$ cat config.mk
export PLATFORM = sky130hd
export DESIGN_NAME = executeStage
export DESIGN_NICKNAME = d
export VERILOG_FILES = /design/src/source/mipsPkg.sv /design/src/source/executeStage.sv
export SDC_FILE = /design/constraint.sdc
export NUM_CORES = 1
export LEC_CHECK = 0
export BUFFER_PORTS_ARGS = -buffer_cell sky130_fd_sc_hd__buf_2
export CORE_MARGIN = 2
export CORE_UTILIZATION = 40
export CTS_CLUSTER_DIAMETER = 120
export CTS_CLUSTER_SIZE = 12
export DETAILED_ROUTE_END_ITERATION = 8
export GPL_TIMING_DRIVEN = 0
export PLACE_DENSITY = 0.64
export SLEW_MARGIN = 20
export SYNTH_ARGS = -nofsm -noshare
export SYNTH_HDL_FRONTEND = slang
export SYNTH_SLANG_ARGS = --single-unit
export TNS_END_PERCENT = 100
$ cat constraint.sdc
create_clock -name clk -period 4.25 [get_ports clk]
set_input_delay 0.2125 -clock clk [delete_from_list [all_inputs] [get_ports clk]]
set_output_delay 0.2125 -clock clk [all_outputs]
set_load 0.005 [all_outputs]
$ cat src/source/mipsPkg.sv
// encodings follow MIPS32 except HALT (opcode 0x3f); memories are word addressed and aligned only
package mipsPkg;

	// primary opcode field, instr[31:26]
	typedef enum logic [5:0] {
		RTYPE = 6'h00,
		BEQ   = 6'h04,
		BNE   = 6'h05,
		ADDI  = 6'h08,
		LW    = 6'h23,
		SW    = 6'h2b,
		HALT  = 6'h3f
	} opcodeT;

	typedef enum logic [2:0] {
		ADD = 3'd0,
		SUB = 3'd1,
		AND = 3'd2,
		OR  = 3'd3,
		SLT = 3'd4
	} aluOpT;

	// paddr[31:30]
	typedef enum logic [1:0] {
		CTRL = 2'b00,
		IMEM = 2'b01,
		DMEM = 2'b10,
		BAD  = 2'b11
	} apbRegionT;

	typedef struct packed {
		logic [31:0] instr;
		logic [31:0] pcPlus4;
	} ifIdT;

	typedef struct packed {
		logic        valid;
		opcodeT      opcode;
		aluOpT       aluOp;
		logic [4:0]  dest;
		logic        wbEn;
		logic        memRead;
		logic        memWrite;
		logic [1:0]  brType;    // bit 0 beq, bit 1 bne
		logic [31:0] rsVal;
		logic [31:0] rtVal;
		logic [31:0] imm;
		logic [31:0] pcPlus4;
	} idExT;

	typedef struct packed {
		logic        valid;
		opcodeT      opcode;
		logic        wbEn;
		logic        memRead;
		logic        memWrite;
		logic [4:0]  dest;
		logic [31:0] aluResult;
		logic [31:0] storeData;
	} exMemT;

	typedef struct packed {
		logic        valid;
		opcodeT      opcode;
		logic        wbEn;
		logic [4:0]  dest;
		logic [31:0] wbData;
	} memWbT;

	// writeback port into the register file
	typedef struct packed {
		logic        en;
		logic [4:0]  addr;
		logic [31:0] data;
	} regWriteT;

endpackage

$ cat src/source/executeStage.sv
// branches resolve here; the caller must flush the two younger slots when branchTaken is high
`timescale 1ns/1ps

module executeStage (
	input  logic           clk,
	input  logic           rst,
	input  mipsPkg::idExT  idEx,
	output mipsPkg::exMemT exMem,
	output logic           branchTaken,
	output logic [31:0]    branchTarget
);
	import mipsPkg::*;

	logic [31:0] aluB;
	logic [31:0] aluResult;
	logic        regsEqual;
	exMemT       exMemNext;

	// immediate for ADDI, LW and SW
	assign aluB = (idEx.opcode == RTYPE) ? idEx.rtVal : idEx.imm;

	always_comb begin
		case (idEx.aluOp)
			ADD:     aluResult = idEx.rsVal + aluB;
			SUB:     aluResult = idEx.rsVal - aluB;
			AND:     aluResult = idEx.rsVal & aluB;
			OR:      aluResult = idEx.rsVal | aluB;
			SLT:     aluResult = {31'd0, $signed(idEx.rsVal) < $signed(aluB)};
			default: aluResult = 32'd0;
		endcase
	end

	assign regsEqual = (idEx.rsVal == idEx.rtVal);

	assign branchTaken = idEx.valid &&
		((idEx.brType[0] && regsEqual) || (idEx.brType[1] && !regsEqual));

	// word offset relative to the slot after the branch
	assign branchTarget = idEx.pcPlus4 + {idEx.imm[29:0], 2'b00};

	always_comb begin
		exMemNext.valid     = idEx.valid;
		exMemNext.opcode    = idEx.opcode;
		exMemNext.wbEn      = idEx.wbEn;
		exMemNext.memRead   = idEx.memRead;
		exMemNext.memWrite  = idEx.memWrite;
		exMemNext.dest      = idEx.dest;
		exMemNext.aluResult = aluResult;
		exMemNext.storeData = idEx.rtVal;
	end

	always_ff @(posedge clk) begin
		exMem <= exMemNext;
		if (rst) begin
			exMem.valid <= 1'b0;
		end
	end

	// a taken branch leaves a bubble behind it in decode
	flushBubble: assert property (@(posedge clk) disable iff (rst)
		branchTaken |=> !idEx.valid)
		else $error("instruction after a taken branch reached execute");

endmodule

==> metrics.txt <==
Min-Delay Path Class in2reg; fill count 2,169; Clock Root Buffer clkbuf_16; H-Tree Depth 3; Initial Utilization 0.4061; Final min period 4.008 ns; vias in the first global route 9,032; FMAX 249.5 MHz; CP startpoint kind input port; drc violations 0; mapped cell area 0.008836 mm^2; TritonCTS Buffers 9; Die Height 152.6 um; final instance area 0.01108 mm^2; Critical Path Most Common Cell buf_2; Placed Area 0.01048 mm^2; period utilisation layout 0.9430; post-CTS setup buffer count 0; worst vdd ir 152.0 uV; relative slew slack 0.4076; CTS tree done; WL per Instance 20.61 um; gr usage total 0.2907; fin util 0.5091; Reg clk slew, reported paths 0.07 ns; CP Capture Type register; Hold Vio Cnt, Final 0; setup violators final 0; top cell type's share of synthesized area 0.1968; Max-Cap Viols 0; Unique masters post-synth 88; slowest stage delay, CP 0.42 ns; sequential area share after synthesis 0.1790; HPWL after DPL 28,240 um; Max Root-Sink Buffers 2; multi-input logic area 0.006618 mm^2; Die Wd 152.6 um; Critical-path top delay cell mux2_2; Hold Path Depth 1; starting DRC count in detailed routing 692; CTS sink cnt 79; nets 1,706; Final GP Congestion 0.9534; Slew @ Worst Pin 0.8886 ns; RSZ-0062 raised after global routing false; most flop-heavy register exMem; placed cells 1,654; IO Count 262; Final TNS setup 0 ns; Crit Path Max Fanout 10; flops & latches, synth 79; Regs by FF count exMem x79; Mapped Nets 1,408; Syn. warnings 0; fraction of layout cells with a size suffix above 1 0.2586; WHS Endpoint exMem[2]; EDFF count, synth 0; Routed Wire Length 35,030 um; Synth Instances 1,116; Static Leak 0.005402 uW; core area 0.02176 mm^2; Area contributors post-synth ha_1 (20%), dfxtp_1 (18%), xor2_1 (5.0%); row count 54; register area 0.001582 mm^2; CP required 4.48 ns; total power 2961 uW; drt pass-1 iters 6; overflow left after global routing 0; synthesized area per cell 7.918 um^2; max-slew violation count 0; pwr/cell area 267.4 mW/mm^2; commonest non-fill, non-tap cell in the layout buf_2; most frequent cells in the layout buf_2 (269), ha_1 (139), inv_1 (104), nor2_1 (97), nand2_1 (85); crit path DAT 4.24 ns; via/cell ratio 5.538; worst setup path class in2reg; HP Start idEx[66]; largest net degree at the start of global routing 16; die area 0.02329 mm^2; Synth Flop Type dfxtp_1; outcome complete, no violations; PortBufs 258; Finished Layout Cells 1,700; crit-path cells buf_2, nor4_1, nand2_1, buf_1, mux2_2, inv_1, ha_1, buf_2, nor3_2, nand4b_1, a21oi_1, o211ai_2, a21oi_2, o21ai_1, o31ai_2, mux2i_1, a221o_1; Post-synth ARST share 0; first-pass GRT wire length 52,490 um; Via Count 9,415; Yosys top cell by area ha_1; max FFs per register 79; antenna violations before repair 2; area grow syn2layout 25.35%; final antenna-violating net count 0
stage by stage:
stage          hold slack [ns]  worst slack, ns
2_1_floorplan           0.2402           0.8039
3_3_place_gp            0.3155          -0.2090
3_5_place_dp            0.3165          -0.2293
4_1_cts               0.002160           0.1024
5_1_grt               0.004512          0.07395
6_report              0.005487           0.2421
routing by layer:
layer,part of all wire,wire length (um),up-vias,track usage
met3,0.088,3076,67,0.05859
met2,0.45,15830,473,0.4777
met5,0,0,-,0
li1,-,-,4509,-
met4,0.032,1137,0,0.09656
met1,0.43,14990,4366,0.3815
cells by family after synthesis:
group,Yosys count,share of synthesized area
simple gates,309,0.1708
fa+ha+maj,142,0.2036
flops,79,0.1790
xor+xnor,83,0.08227
compound gates,305,0.2387
buf+inv,156,0.07208
mux,42,0.05353
Yosys cell counts, types with 3 or more instances:
library cell and n:
mux2_2 32, o31ai_1 17, and2_1 5, o31a_1 3, o21a_1 6, or2_2 3, fa_1 3, nor2_1 97
a22oi_1 3, nand2_1 85, o21ai_0 53, nor2b_1 11, buf_4 4, nor3b_1 3, o22ai_1 13, xnor2_1 33
a21boi_1 3, a31oi_1 8, clkbuf_1 24, a21o_1 21, buf_2 11, a21oi_2 6, buf_6 3, xor2_1 50
o21ai_1 5, a21oi_1 83, o311ai_0 3, or3_1 8, mux2i_1 9, inv_1 104, o21bai_1 10, nand3_1 18
nor4_1 13, ha_1 139, nor3_1 21, dfxtp_1 79, a211oi_2 5, nand2b_1 11, buf_1 7, o31ai_2 4
a211oi_1 23, and3_1 4, o211ai_1 7, nand4_1 11
critical path, delay by kind of cell:
family / cells / cell delay, ns
and+or+nand+nor: 4 / 1.00
adders and majority gates: 1 / 0.22
muxes: 2 / 0.53
buffers and inverters: 4 / 0.71
AOI/OAI and AO/OA: 6 / 1.55
report_power, final:
group          internal (uW)  switching (uW)
clock network            463             388
logic                    531             768
registers                799            12.9
total                   1790            1170
area by class of cell:
cell class,count,share of cell area
diodes,1,0.0002259
flip-flops and latches,79,0.1428
clock buffers,9,0.02033
multi-input cells,881,0.5975
plain buffers,49,0.02135
clock inverters,7,0.007117
repair buffers,287,0.1428
well taps,280,0.03163
inverters,107,0.03626
what timing repair did:
item                                    in CTS  in global routing
endpoints found under the hold margin       29                  0
hold buffers                                29                  0
gates resized for setup                      0                  3
endpoints found under the setup margin       0                  2
worst max-delay path by stage:
stage / startpoint / to / slack (ns)
final: idEx[144] / exMem[63] / 0.24
after floorplan: idEx[144] / exMem[62] / 0.80
after detailed placement: idEx[144] / exMem[44] / -0.23
after global routing: idEx[144] / exMem[52] / 0.07
after CTS: idEx[144] / exMem[44] / 0.10
after global placement: idEx[144] / exMem[44] / -0.21
Note: power is estimated with default switching activity, not from simulation.
