File: config.mk
export PLATFORM = sky130hd
export DESIGN_NAME = apbControl
export DESIGN_NICKNAME = d
export VERILOG_FILES = /design/src/source/mipsPkg.sv /design/src/source/apbControl.sv
export SDC_FILE = /design/constraint.sdc
export NUM_CORES = 1
export LEC_CHECK = 0
export ABC_AREA = 1
export BUFFER_PORTS_ARGS = -buffer_cell sky130_fd_sc_hd__buf_2
export CORE_MARGIN = 8
export CORE_UTILIZATION = 28
export CTS_BUF_LIST = sky130_fd_sc_hd__clkbuf_2 sky130_fd_sc_hd__clkbuf_4 sky130_fd_sc_hd__clkbuf_8
export CTS_CLUSTER_SIZE = 30
export DETAILED_ROUTE_END_ITERATION = 6
export GPL_ROUTABILITY_DRIVEN = 0
export MAX_ROUTING_LAYER = met4
export PLACE_DENSITY = 0.94
export SLEW_MARGIN = 20
export SYNTH_ARGS = -nofsm -noshare
export SYNTH_HDL_FRONTEND = slang
export SYNTH_SLANG_ARGS = --single-unit
File: constraint.sdc
create_clock -name clk -period 4.15 [get_ports clk]
set_input_delay 0.83 -clock clk [delete_from_list [all_inputs] [get_ports clk]]
set_output_delay 0.83 -clock clk [all_outputs]
set_load 0.02 [all_outputs]
File: src/source/mipsPkg.sv
// encodings follow MIPS32 except HALT (opcode 0x3f); memories are word addressed and aligned only
package mipsPkg;

	// primary opcode field, instr[31:26]
	typedef enum logic [5:0] {
		RTYPE = 6'h00,
		BEQ   = 6'h04,
		BNE   = 6'h05,
		ADDI  = 6'h08,
		LW    = 6'h23,
		SW    = 6'h2b,
		HALT  = 6'h3f
	} opcodeT;

	typedef enum logic [2:0] {
		ADD = 3'd0,
		SUB = 3'd1,
		AND = 3'd2,
		OR  = 3'd3,
		SLT = 3'd4
	} aluOpT;

	// paddr[31:30]
	typedef enum logic [1:0] {
		CTRL = 2'b00,
		IMEM = 2'b01,
		DMEM = 2'b10,
		BAD  = 2'b11
	} apbRegionT;

	typedef struct packed {
		logic [31:0] instr;
		logic [31:0] pcPlus4;
	} ifIdT;

	typedef struct packed {
		logic        valid;
		opcodeT      opcode;
		aluOpT       aluOp;
		logic [4:0]  dest;
		logic        wbEn;
		logic        memRead;
		logic        memWrite;
		logic [1:0]  brType;    // bit 0 beq, bit 1 bne
		logic [31:0] rsVal;
		logic [31:0] rtVal;
		logic [31:0] imm;
		logic [31:0] pcPlus4;
	} idExT;

	typedef struct packed {
		logic        valid;
		opcodeT      opcode;
		logic        wbEn;
		logic        memRead;
		logic        memWrite;
		logic [4:0]  dest;
		logic [31:0] aluResult;
		logic [31:0] storeData;
	} exMemT;

	typedef struct packed {
		logic        valid;
		opcodeT      opcode;
		logic        wbEn;
		logic [4:0]  dest;
		logic [31:0] wbData;
	} memWbT;

	// writeback port into the register file
	typedef struct packed {
		logic        en;
		logic [4:0]  addr;
		logic [31:0] data;
	} regWriteT;

endpackage

File: src/source/apbControl.sv
// APB slave with no wait states; paddr[31:30] picks the region, paddr[1:0] is ignored
`timescale 1ns/1ps

module apbControl #(
	parameter int ImemWords = 256,
	parameter int DmemWords = 256
) (
	input  logic                         clk,
	input  logic                         rst,
	input  logic                         psel,
	input  logic                         penable,
	input  logic                         pwrite,
	input  logic [31:0]                  paddr,
	input  logic [31:0]                  pwdata,
	input  logic                         haltRetired,
	input  logic [31:0]                  dmemReadData,
	output logic [31:0]                  prdata,
	output logic                         pready,
	output logic                         pslverr,
	output logic                         run,
	output logic                         imemWrite,
	output logic [$clog2(ImemWords)-1:0] imemAddr,
	output logic [31:0]                  imemData,
	output logic [$clog2(DmemWords)-1:0] dmemReadAddr
);
	import mipsPkg::*;

	apbRegionT region;
	logic      access;
	logic      accessError;
	logic      halted;

	assign region = apbRegionT'(paddr[31:30]);
	assign access = psel && penable;

	// memories belong to the core while it runs
	always_comb begin
		case (region)
			CTRL:    accessError = 1'b0;
			IMEM:    accessError = run || !pwrite;
			DMEM:    accessError = run || pwrite;
			default: accessError = 1'b1;
		endcase
	end

	assign pready  = access;
	assign pslverr = access && accessError;

	assign imemWrite    = access && pwrite && !accessError && region == IMEM;
	assign imemAddr     = paddr[$clog2(ImemWords)+1:2];
	assign imemData     = pwdata;
	// presented in setup so the data is ready in access
	assign dmemReadAddr = paddr[$clog2(DmemWords)+1:2];

	always_comb begin
		prdata = 32'd0;
		if (access && !pwrite && !accessError) begin
			case (region)
				CTRL:    prdata = {30'd0, halted, run};
				DMEM:    prdata = dmemReadData;
				default: prdata = 32'd0;
			endcase
		end
	end

	always_ff @(posedge clk) begin
		if (rst) begin
			run    <= 1'b0;
			halted <= 1'b0;
		end else if (haltRetired) begin
			run    <= 1'b0;
			halted <= 1'b1;
		end else if (access && pwrite && region == CTRL && pwdata[0]) begin
			run    <= 1'b1;
			halted <= 1'b0;
		end
	end

	penableNeedsSel: assert property (@(posedge clk) disable iff (rst)
		penable |-> psel)
		else $error("penable high without psel");

	// a setup cycle is always followed by its access cycle
	setupThenAccess: assert property (@(posedge clk) disable iff (rst)
		psel && !penable |=> psel && penable)
		else $error("APB setup not followed by access");

endmodule

==> flow_summary_export.csv, run 1 <==
group,metric,value,unit
cells_and_area,area_growth,6.357,%
route,routedWlPerCell,11.96,um
critical_path,ff2ff_path_depth,1,
route,postRouteAntennaNets,0,
logic_synthesis,synth-simple-area-share,42.65,%
placed_design,portBuffers,77,
critical_path,worstPathArrival,2500,ps
critical_path,rr_endpoint,"run",
cells_and_area,final_cell_mix,"buf_2, nand2_1, nor2_2",
power_and_ir_drop,p_leak,0.5783,nW
logic_synthesis,synthAdderAreaFrac,3.974,%
timing,report.final.slew_viol_count,0,
critical_path,cp_num_buf_inv,3,
die,coreArea,0.003284,mm2
hold_path,hp-start,"halted",
route,drt-total-wl,2728,um
grt,grt_usage,9.253,%
critical_path,end_kind,"output port",
critical_path,cp_common_cell,"buf_2",
cells_and_area,layout_commonest_cell,"buf_2",
logic_synthesis,synth_compound_area_share,1.854,%
outcome,status,"completed",
cts,htreeDepth,1,
grt,first_global_vias,925,
hold_path,worstHoldPathType,"register to register",
cts,cts.repair.resized,0,
cells_and_area,layout-drive-gt1-share,62.64,%
critical_path,reg2reg_slack,3520,ps
power_and_ir_drop,powerDensity,119.4,mW/mm2
timing,rsz0062_at_grt,"false",
cts,cts_hold_buf,0,
critical_path,worstPathMaxFanout,32,
route,first_pass_iters,4,
timing,layout_setup_ws,819.9,ps
timing,fmax,300.3,MHz
logic_synthesis,synth_top_family_by_area,"buffers and inverters",
die,fp.dieW,74.09,um
logic_synthesis,synth_xor_area_share,0,%
cts,clkSinkCount,2,
critical_path,critPathTopFamily,"simple AND/OR/NAND/NOR gates",
logic_synthesis,synth-seq-cells,2,
critical_path,timing.rr.start,"run",
cells_and_area,fillers,384,
job,maxCapViolations,0,
placed_design,place_hpwl,2328,um
die,start_util,28.76,%
cts,cts-buffers-inserted,3,
cts,cts_root_buf,"clkbuf_4",
logic_synthesis,synth_nets,261,
timing,tightest_slew,562.9,ps
cells_and_area,antenna_cells,0,
grt,grt_antenna_before_repair,0,
timing,setup_viol,0,
route,viasPerCell,4.035,
timing,finalCritPeriodShare,80.24,%
critical_path,cp.required,3320,ps
route,remaining_drc_errors,0,
grt,grt_pass1_wl,3995,um
timing,fin_crit,3330,ps
logic_synthesis,synth_warnings,0,
timing,slew_headroom,62.47,%
timing,hold_viol_final,0,
timing,skew,0,ps
logic_synthesis,synth_area,944.7,um2
die,dieArea,0.005489,mm2
die,io_pins,186,
power_and_ir_drop,ir_worst_vdd,123.6,uV
hold_path,worstHoldEndpoint,"halted",
grt,gr-total-overflow,0,
logic_synthesis,synthCells,156,
cts,post_cts_buffers,0,
logic_synthesis,synth-seq-area-share,4.238,%
critical_path,max_stage_delay,510,ps
critical_path,start_kind,"input port",
logic_synthesis,synth_cell_types,16,
route,dr.first_iter.drc_count,6,
route,vias,920,
cts,clock_latency,220,ps
logic_synthesis,syn_area_per_cell,6.055,um2
logic_synthesis,muxShareOfSynthArea,0,%
cts,cts_tree,"yes",
cells_and_area,nets,289,
timing,finalSetupTns,0,ps
placed_design,dpl_worst_slack,798.1,ps
die,core.rowCount,21,
grt,grt_max_degree,33,
cts,clkTransAtPathRegs,30,ps
cts,cts_max_path_buffers,2,
hold_path,whs_path_depth,2,
die,dieHeight,74.09,um
critical_path,worstSetupPathType,"input port to output port",
critical_path,worstPathCellList,"buf_2 -> inv_1 -> ha_1 -> nand2_1 -> nand3_1 -> nand2_2 -> nand2_4 -> nor2_1 -> buf_2",
critical_path,cpMaxStageDelayCell,"ha_1",
-- worst max path at each step --
| stage | startpoint | endpoint | slack (ps) | cells after the start |
|---|---|---|---|---|
| finish | paddr[30] | prdata[31] | 820 | 9 |
| global route | paddr[30] | prdata[0] | 600 | 9 |
| CTS | paddr[30] | prdata[31] | 790 | 9 |
| detailed placement | paddr[30] | prdata[31] | 800 | 9 |
| global placement | paddr[30] | prdata[31] | 810 | 9 |
| floorplan | paddr[30] | prdata[10] | 1490 | 9 |
-- cells in the mapped netlist --
| cell | count | area share (%) |
|---|---|---|
| a21oi_1 | 1 | 0.53 |
| buf_4 | 49 | 39 |
| buf_6 | 3 | 3.6 |
| clkbuf_1 | 3 | 1.2 |
| dfxtp_1 | 2 | 4.2 |
| ha_1 | 3 | 4.0 |
| inv_1 | 8 | 3.2 |
| inv_2 | 1 | 0.40 |
| nand2_1 | 42 | 17 |
| nand2_2 | 1 | 0.66 |
| nand2_4 | 1 | 1.2 |
| nand3_1 | 2 | 1.1 |
| nor2_1 | 8 | 3.2 |
| nor2_2 | 30 | 20 |
| o21a_1 | 1 | 0.79 |
| o21ai_0 | 1 | 0.53 |
-- report_power, final --
part | internal, mW | switching (mW) | total, mW
Clock | 0.0319 | 0.0107 | 0.0426
Combinational | 0.0240 | 0.0329 | 0.0569
Sequential | 0.0201 | 0.000362 | 0.0205
-- layout make-up --
cell class              count  area (um2)  share of cell area (%)
inverters                   9       33.78                   3.362
clock buffers               3       22.52                   2.242
repair buffers             78       392.9                   39.10
multi-input cells          90       457.9                   45.58
flip-flops and latches      2       40.04                   3.985
well taps                  46       57.56                   5.729
-- cells by family after synthesis --
kind of cell	after synthesis
AO/OA/AOI/OAI	3
flip-flops	2
adder cells (fa/ha/maj)	3
AND/OR/NAND/NOR	84
buffers and inverters	64
-- state kept, by name, summed over array words and instances, names as in the netlist --
signal / cells
run: 1
halted: 1
-- stage by stage --
| step | instance area, um2 | std cells | hold WS, ps | power (mW) | utilization (%) |
|---|---|---|---|---|---|
| 2_1_floorplan | 944.7 | 156 | 443.8 | 0.1205 | - |
| 3_3_place_gp | 982.2 | 225 | 455.6 | 0.07734 | 29.90 |
| 3_5_place_dp | 982.2 | 225 | 476.6 | 0.07844 | 29.90 |
| 4_1_cts | 1005 | 228 | 480.5 | 0.1230 | 30.59 |
| 5_1_grt | 1005 | 228 | 487.9 | 0.1319 | 30.59 |
| 6_report | 1005 | 228 | 479.8 | 0.1199 | 30.59 |
-- metal layers --
metal,routed length (um),track usage [%],vias up
li1,-,-,463
met1,959,8.959,362
met2,1217,13.77,64
met3,340,3.235,31
met4,210,9.756,0
met5,0,-,-
Power figures use the tool's default switching activity.
==> run 2: changes to the inputs <==
Settings changed: ABC_AREA 1 to 0, CORE_UTILIZATION 28 to 30, PLACE_DENSITY 0.94 to 0.89.
Clock period 4.15 ns to 3.5 ns, I/O delays scaled along.
==> run 2 against run 1 <==
Synthesized cell count fell by 7.1%. Setup slack got worse by 300 ps. Die area rose by 14%. Largest cell class unchanged. Count of clock-buffer cells in the layout did not move. Cell count fell by 3.5%. Via count rose by 10%. Synthesized area rose by 26%. First-iteration DRC count rose to 3.7 times the previous value.
==> flow_summary_export.csv, run 2 <==
group,metric,value,unit
outcome,status,"completed",
logic_synthesis,synth_top_area_share,32.18,%
timing,setup_viol,0,
cts,post_cts_buffers,0,
logic_synthesis,synthArstFlopShare,0,%
timing,fmax,335.1,MHz
timing,finalSetupTns,0,ps
cells_and_area,fin_area,0.001276,mm2
die,coreArea,0.003914,mm2
logic_synthesis,synth-seq-area-share,3.365,%
critical_path,cp.required,2800,ps
logic_synthesis,synth_area_leaders,"buf_4, a211oi_2, inv_1",
placed_design,portBuffers,77,
cells_and_area,nets,277,
cts,cts_max_path_buffers,2,
power_and_ir_drop,ir_worst_vdd,158.9,uV
power_and_ir_drop,pwr-share-clk,41.7,%
cts,htreeDepth,1,
power_and_ir_drop,p_sw_share,37.08,%
grt,first_global_vias,1026,
cells_and_area,reg_top3,"halted (1), run (1)",
cts,cts_root_buf,"clkbuf_8",
timing,tightest_slew,469.4,ps
power_and_ir_drop,p_comb_share,46.9,%
placed_design,place_area,0.001235,mm2
timing,fin_crit,2984,ps
timing,slew_headroom,68.71,%
cells_and_area,antenna_cells,0,
route,routedWlPerCell,14.36,um
logic_synthesis,synth_flop_cell,"dfxtp_1",
critical_path,worstSetupPathType,"input port to output port",
route,dr.first_iter.drc_count,22,
power_and_ir_drop,p_leak,0.7049,nW
placed_design,place_hpwl,2603,um
cts,cts-buffers-inserted,3,
logic_synthesis,syn_area_per_cell,8.206,um2
logic_synthesis,synth-seq-cells,2,
power_and_ir_drop,finalPower,214.4,uW
die,core.rowCount,23,
critical_path,end_kind,"output port",
die,start_util,30.40,%
die,dieHeight,78.98,um
logic_synthesis,synth_nets,250,
cells_and_area,final_util,32.61,%
grt,grt_usage,9.391,%
hold_path,whs_path_depth,2,
power_and_ir_drop,seqPwrFrac,11.4,%
cells_and_area,layout-drive-gt1-share,70.59,%
route,postRouteAntennaNets,0,
logic_synthesis,synthCells,145,
logic_synthesis,synth_enable_flop_cells,0,
die,fp.dieW,78.98,um
cts,clkTransAtPathRegs,30,ps
route,drt-total-wl,3159,um
logic_synthesis,yosys.area.top_type,"buf_4",
grt,gr-total-overflow,0,
power_and_ir_drop,p_sw,79.49,uW
logic_synthesis,synth_cell_types,23,
timing,skew,0,ps
power_and_ir_drop,powerDensity,168.0,mW/mm2
grt,grt_antenna_before_repair,0,
cts,cts_tree,"yes",
cts,cts_hold_buf,0,
logic_synthesis,synth_area,0.001190,mm2
critical_path,worstPathArrival,2280,ps
critical_path,start_kind,"input port",
critical_path,worstPathMaxFanout,22,
timing,hold_viol_final,0,
cts,clock_latency,210,ps
route,vias,1014,
route,first_pass_iters,4,
route,viasPerCell,4.609,
route,wirelength_met1,1080,um
cells_and_area,area_growth,7.255,%
cts,cts.repair.resized,0,
die,io_pins,186,
route,wl_met3,294,um
timing,report.final.slew_viol_count,0,
logic_synthesis,synth_warnings,0,
logic_synthesis,synth.cells.most_frequent,"buf_4, inv_1, a211oi_2",
timing,rsz0062_at_grt,"false",
cts,clkSinkCount,2,
route,remaining_drc_errors,0,
power_and_ir_drop,intPower,134.9,uW
cells_and_area,layout_commonest_cell,"buf_2",
critical_path,ff2ff_path_depth,2,
route,top_layer,"met4",
cells_and_area,fillers,423,
grt,grt_max_degree,31,
logic_synthesis,post-synth-top-count-cell,"buf_4",
cells_and_area,final_cell_mix,"buf_2, inv_1, a211oi_2",
hold_path,worstHoldPathType,"register to register",
die,dieArea,0.006238,mm2
grt,grt_pass1_wl,4761,um
route,dr_wl_met2,1737,um
timing,finalCritPeriodShare,85.25,%
job,maxCapViolations,0,
## run 2: cell count changes after synthesis, moves of 2 or more
cell       before  now
nand2_1        42    1
a211oi_2        0   30
nor2_2         30    0
inv_1           8   33
nor2_1          8    0
buf_2           0    3
clkbuf_1        3    0
a2111oi_2       0    2
buf_4          49   51
nand2b_1        0    2
## run 2: final timing paths
kind / from / end / slack [ps]
hold / removal: halted / halted / 610
setup / recovery: paddr[30] / prdata[13] / 520
hold reg to reg: halted / halted / 610
setup reg to reg: run / run / 2490
## run 2: layout make-up
type	instances	area, um2	area share, %
flip-flops and latches	2	40.04	3.137
repair buffers	80	420.4	32.94
well taps	50	62.56	4.902
multi-input cells	52	588.1	46.08
clock buffers	3	41.29	3.235
inverters	33	123.9	9.706
## run 2: power groups by stage
stage,logic (mW),registers [mW],clock network (mW)
floorplan,0.144,0.0246,0
global placement,0.0990,0.0247,0
detailed placement,0.102,0.0247,0
CTS,0.102,0.0245,0.0927
global route,0.111,0.0246,0.0938
finish,0.101,0.0245,0.0893
## run 2: critical path: stages
cell and delay, ps:
buf_2 90, inv_1 50, ha_1 330, nand2b_2 400
buf_12 270, a211oi_2 230, buf_2 200
## run 2: kinds of logic (layout without fill, tap and decap cells)
logic type,count (synthesis),count (layout),synth area share (%)
adder cells (fa/ha/maj),3,3,3.155
XOR/XNOR,1,1,0.7362
buffers and inverters,91,116,47.63
flip-flops,2,2,3.365
AND/OR/NAND/NOR,9,9,6.414
AO/OA/AOI/OAI,39,39,38.70
## run 2: per-layer routing
| metal | vias up | global-route usage, % |
|---|---|---|
| met5 | - | - |
| met4 | 0 | 2.778 |
| met3 | 11 | 2.596 |
| met2 | 47 | 18.73 |
| met1 | 474 | 8.230 |
| li1 | 482 | - |
## run 2: through the flow
step           hold slack (ps)  cells  setup slack (ps)
3_3_place_gp             587.0    217             550.8
5_1_grt                  651.9    220             419.5
6_report                 605.3    220             516.2
2_1_floorplan            568.4    145             841.4
4_1_cts                  609.7    220             503.6
3_5_place_dp             601.6    217             509.3
